--- config.mk ---
export PLATFORM = sky130hd
export DESIGN_NAME = load_align
export DESIGN_NICKNAME = d
export VERILOG_FILES = /design/src/verilog/perfect_mem_pkg.sv /design/src/verilog/load_align.sv
export SDC_FILE = /design/constraint.sdc
export NUM_CORES = 1
export LEC_CHECK = 0
export BUFFER_PORTS_ARGS = -buffer_cell sky130_fd_sc_hd__buf_4
export CAP_MARGIN = 20
export CORE_ASPECT_RATIO = 0.6
export CORE_MARGIN = 2
export CORE_UTILIZATION = 47
export DETAILED_ROUTE_END_ITERATION = 8
export PLACE_DENSITY_LB_ADDON = 0.12
export SETUP_SLACK_MARGIN = 0.4
export SYNTH_ARGS = -nofsm -noshare
export SYNTH_HDL_FRONTEND = slang
export SYNTH_SLANG_ARGS = --single-unit
--- constraint.sdc ---
create_clock -name vclk -period 1.9
set_input_delay 0.095 -clock vclk [all_inputs]
set_output_delay 0.095 -clock vclk [all_outputs]
set_load 0.02 [all_outputs]
--- src/verilog/perfect_mem_pkg.sv ---
// shared widths, access size codes and stage structs for the simulation memory
// storage is organised as 128-bit lines, loads and stores carry 64-bit data

package perfect_mem_pkg;

    localparam int ADDR_W     = 32;
    localparam int DATA_W     = 64;
    localparam int LINE_W     = 128;
    localparam int LINE_BYTES = LINE_W / 8;
    localparam int OFS_W      = $clog2(LINE_BYTES);

    typedef logic [ADDR_W-1:0] addr_t;
    typedef logic [DATA_W-1:0] data_t;
    typedef logic [LINE_W-1:0] line_t;

    // codes 7 to 15 are invalid
    typedef enum logic [3:0] {
        SZ_B  = 4'd0,
        SZ_H  = 4'd1,
        SZ_W  = 4'd2,
        SZ_D  = 4'd3,
        SZ_BU = 4'd4,
        SZ_HU = 4'd5,
        SZ_WU = 4'd6
    } size_e;

    // decoded request, store data already replicated over every lane
    typedef struct packed {
        addr_t                 addr;
        size_e                 size;
        logic                  wr;
        line_t                 wdata_line;
        logic [LINE_BYTES-1:0] wmask;
    } mem_req_t;

    // registered read stage handed to the load aligner
    typedef struct packed {
        line_t            line;
        logic [OFS_W-1:0] ofs;
        size_e            size;
    } rd_stage_t;

endpackage : perfect_mem_pkg
--- src/verilog/load_align.sv ---
// picks the aligned lane out of the captured line and extends it to 64 bits
// invalid size codes read as zero

module load_align (
    input  perfect_mem_pkg::rd_stage_t rd_i,
    output perfect_mem_pkg::data_t     rdata_o
);
    import perfect_mem_pkg::*;

    logic [7:0]        lane_b;
    logic [15:0]       lane_h;
    logic [31:0]       lane_w;
    logic [DATA_W-1:0] lane_d;

    // low offset bits below the access size are dropped
    assign lane_b = rd_i.line[{rd_i.ofs, 3'b000} +: 8];
    assign lane_h = rd_i.line[{rd_i.ofs[OFS_W-1:1], 4'b0000} +: 16];
    assign lane_w = rd_i.line[{rd_i.ofs[OFS_W-1:2], 5'b00000} +: 32];
    assign lane_d = rd_i.line[{rd_i.ofs[OFS_W-1], 6'b000000} +: DATA_W];

    always_comb begin
        case (rd_i.size)
            SZ_B: begin
                rdata_o = {{(DATA_W-8){lane_b[7]}}, lane_b};
            end
            SZ_H: begin
                rdata_o = {{(DATA_W-16){lane_h[15]}}, lane_h};
            end
            SZ_W: begin
                rdata_o = {{(DATA_W-32){lane_w[31]}}, lane_w};
            end
            SZ_D: begin
                rdata_o = lane_d;
            end
            SZ_BU: begin
                rdata_o = {{(DATA_W-8){1'b0}}, lane_b};
            end
            SZ_HU: begin
                rdata_o = {{(DATA_W-16){1'b0}}, lane_h};
            end
            SZ_WU: begin
                rdata_o = {{(DATA_W-32){1'b0}}, lane_w};
            end
            default: begin
                rdata_o = '0;
            end
        endcase
    end

endmodule : load_align

==> results of run 1 <==
-- timing repair --
item / CTS
gates resized for setup: 114
setup buffers: 27
pin swaps: 25
hold buffers: 0
endpoints found under the setup margin: 64
cloned: 7
-- per-stage QoR --
stage,setup TNS [ns],util (%),setup WS (ns)
after floorplan,0,-,0.229
after global placement,-0.0712,78.4,-0.0534
after detailed placement,-0.437,78.4,-0.0625
after CTS,0,91.3,0.0516
-- layer usage --
metal,GRT usage (%),GRT overflow
met3,82.7,6
met4,106,131
met1,91.3,4
met2,109,197
met5,58.2,3
-- cells by family after synthesis --
| kind of cell | synth area share (%) |
|---|---|
| mux | 57.9 |
| buf+inv | 8.93 |
| compound gates | 19.5 |
| simple gates | 13.6 |
-- synth_stat cells (2+ instances only) --
master and instances:
buf_6 6, inv_1 2, nand2_1 9, a31o_2 3
clkbuf_1 17, nor2_1 45, or3_1 4, buf_4 5
a21oi_1 36, nand2b_1 3, mux4_1 7, o221ai_1 7
o22a_1 19, mux2_2 4, nor3_1 32, o22ai_1 13
mux4_2 43, buf_2 23, mux2i_1 87, o211ai_1 17
buf_1 2
==> run summary, run 1 <==
Std-Cell Rows: 24
Stop stage: 5_1_grt
outcome: aborted with a tool error
post-synthesis cell area: 3570 um2
tool error: [ERROR GRT-0232] Routing congestion too high. Check the congestion heatmap in the GUI.
initial core utilization: 48.9%
Synth top area share: 27.1%
I/O pin cnt: 200
Avg Synthesized Cell Area: 8.93 um2
DP HPWL: 12000 um
Die Height: 71.5 um
total grt overflow: 341
Yosys Warn Count: 0
Syn Nets: 536
Die X: 117 um
WEP type: output port
gpl congestion: 0.985
Post-Place Cell Area: 5720 um2
area leader, netlist: mux4_2
register area share after synthesis: 0%
Synth Instances: 400
Yosys cell types: 37
largest cells by area after synthesis: mux4_2 27%, mux2i_1 24%, mux4_1 5.2%, a21oi_1 5.0%, nor2_1 4.7%
# port buffers: 200
Total GRT Usage: 95.6%
post-GRT worst EP: rdata_o[17]
largest net degree at the start of global routing: 49
cell count after placement: 694
==> inputs of run 2 (changes only) <==
--- a/config.mk
+++ b/config.mk
@@ -7,12 +7,10 @@
 export LEC_CHECK = 0
 export BUFFER_PORTS_ARGS = -buffer_cell sky130_fd_sc_hd__buf_4
 export CAP_MARGIN = 20
-export CORE_ASPECT_RATIO = 0.6
 export CORE_MARGIN = 2
-export CORE_UTILIZATION = 47
+export CORE_UTILIZATION = 35
 export DETAILED_ROUTE_END_ITERATION = 8
-export PLACE_DENSITY_LB_ADDON = 0.12
-export SETUP_SLACK_MARGIN = 0.4
+export PLACE_DENSITY_LB_ADDON = 0.15
 export SYNTH_ARGS = -nofsm -noshare
 export SYNTH_HDL_FRONTEND = slang
 export SYNTH_SLANG_ARGS = --single-unit
==> run summary, run 2 <==
Max Cap Viol: 0
core outline area: 9820 um2
Synth Instances: 400 (unchanged)
P&R area growth vs syn: 57.0%
largest net degree at the start of global routing: 54
HP Class: in2out
P_leak: 2.54 nW
post-DR vias/cell: 6.17
Synth top area share: 27.1% (unchanged)
crit path time final: 1.87 ns
fill count: 886
# port buffers: 200 (unchanged)
largest cells by area after synthesis: mux4_2 27%, mux2i_1 24%, mux4_1 5.2%, a21oi_1 5.0%, nor2_1 4.7%
critical path launch point type: primary input
Crit path top cell by count: buf_4
DRC viols: 0
fin worst setup slack: 0.0294 ns
CP peak stage delay: 0.56 ns
max_slew headroom: 61.4%
Die Height: 105 um (+47%)
Die X: 105 um (-9.9%)
cell count after placement: 724 (+4.3%)
Layout Utilization: 57.1%
number of clock buffers in the layout: 0
# diodes: 0
Avg Synthesized Cell Area: 8.93 um2 (unchanged)
fmax: 535 MHz
FF+latch count: 0
CP Data Arrival Time: 1.78 ns
RSZ-0062 raised after global routing: true
cells along the critical path: buf_4 -> mux4_2 -> a22o_4 -> buf_4 -> nor3_1 -> a21oi_1 -> buf_4
DR vias: 4475
top-count cell post-synth: mux2i_1
Yosys cell types: 37 (unchanged)
Yosys Warn Count: 0 (unchanged)
Final setup viols: 0
CP max stage cell: mux4_2
Syn Nets: 536 (unchanged)
Final Net Count: 730
area leader, netlist: mux4_2
Post-Place Cell Area: 5370 um2 (-6.1%)
crit-path max FO: 7
Post-synth top cells: 87 x mux2i_1, 45 x nor2_1, 43 x mux4_2, 36 x a21oi_1, 32 x nor3_1
Hold WS: 0.513 ns
most common cell after layout, fill and taps aside: buf_4
Pwr per Cell Area: 271 nW/um2
fin. max-slew vios: 0
period utilization: 98.5%
I/O pin cnt: 200 (unchanged)
initial DRC count: 223
vias in the first global route: 4427
Worst Setup End Kind: primary output
Hold Vio Cnt, Final: 0
Detailed Route WL: 15300 um
outcome: completed
total grt overflow: 0
most frequent cells in the layout: 230 x buf_4, 85 x mux2i_1, 44 x nor2_1, 44 x mux4_2, 34 x a21oi_1
layout cells sized above 1: 55.7%
Peak VDD IR: 152 uV
gpl congestion: 0.904 (-8.2%)
Total GRT Usage: 26.1%
DP HPWL: 12000 um (+0.26%)
cts hold-fix bufs: 0 (unchanged)
first-pass GRT wire length: 23400 um
post-route design area: 5610 um2
Antenna Violating Nets Remaining: 0
register area share after synthesis: 0% (unchanged)
Least-Margin Pin Slew: 0.579 ns
sequential cell area: 0 um2
post-placement worst setup slack: -0.0501 ns (+0.0124 ns)
postcts setup bufs: 0 (-100%)
initial core utilization: 36.4% (-13 points)
initial antenna violation count: 0
First-pass DRT Iterations: 6
fin cells: 725
wire per inst: 21.1 um
WP buf/inv: 3
CP Class: in2out
Std-Cell Rows: 36 (+50%)
post-synthesis cell area: 3570 um2 (unchanged)
total die area: 11000 um2
worst path required time: 1.80 ns
CP top delay family: multiplexers
-- run 2: cell counts after synthesis --
Identical to the previous run, type by type.
-- run 2: through the flow --
stage	TNS, ns	total power, mW
after floorplan	0	0.811
after global routing	-0.0693	1.61
final	0	1.52
after CTS	0	1.47
after global placement	-0.151	1.43
after detailed placement	-0.453	1.45
-- run 2: timing repair --
action,in CTS,in global routing
pin swaps,0,1
gates cloned,1,0
setup endpoints to repair,25,41
gates resized for setup,6,33
hold endpoints to repair,0,0
-- run 2: path summary, 6_finish.rpt --
check | from | to | slack, ns | depth (start not counted)
setup / recovery | rd_i[6] | rdata_o[53] | 0.03 | 7
hold / removal | rd_i[2] | rdata_o[50] | 0.51 | 3
-- run 2: routing by layer --
| layer | GRT usage, % | up-vias | wire [um] |
|---|---|---|---|
| met5 | 0 | - | 0 |
| met4 | 2.57 | 0 | 170 |
| met3 | 3.74 | 18 | 1310 |
| met2 | 45.6 | 261 | 7550 |
| met1 | 35.2 | 2187 | 6260 |
| li1 | - | 2009 | - |
-- run 2: layout make-up --
type               count  area (um2)  area share (%)
inverters              2        7.51           0.134
multi-input cells    344        3420            61.1
well taps            133         166            2.97
repair buffers       246        2010            35.8
-- run 2: worst min-delay path: stages --
cell and delay (ns):
buf_4 0.12, a21oi_1 0.04, buf_4 0.15
-- run 2: where the power goes --
part	switching, mW	internal, mW	leakage, nW
Sequential	0	0	0
Clock	0	0	0
Combinational	0.732	0.789	2.54
Total	0.732	0.789	2.54
-- run 2: cells by family after synthesis --
family / Yosys count / synth area share [%]
buffers and inverters: 56 / 8.93
AOI/OAI and AO/OA: 101 / 19.5
and+or+nand+nor: 102 / 13.6
muxes: 141 / 57.9
Note: power is estimated with default switching activity, not from simulation.
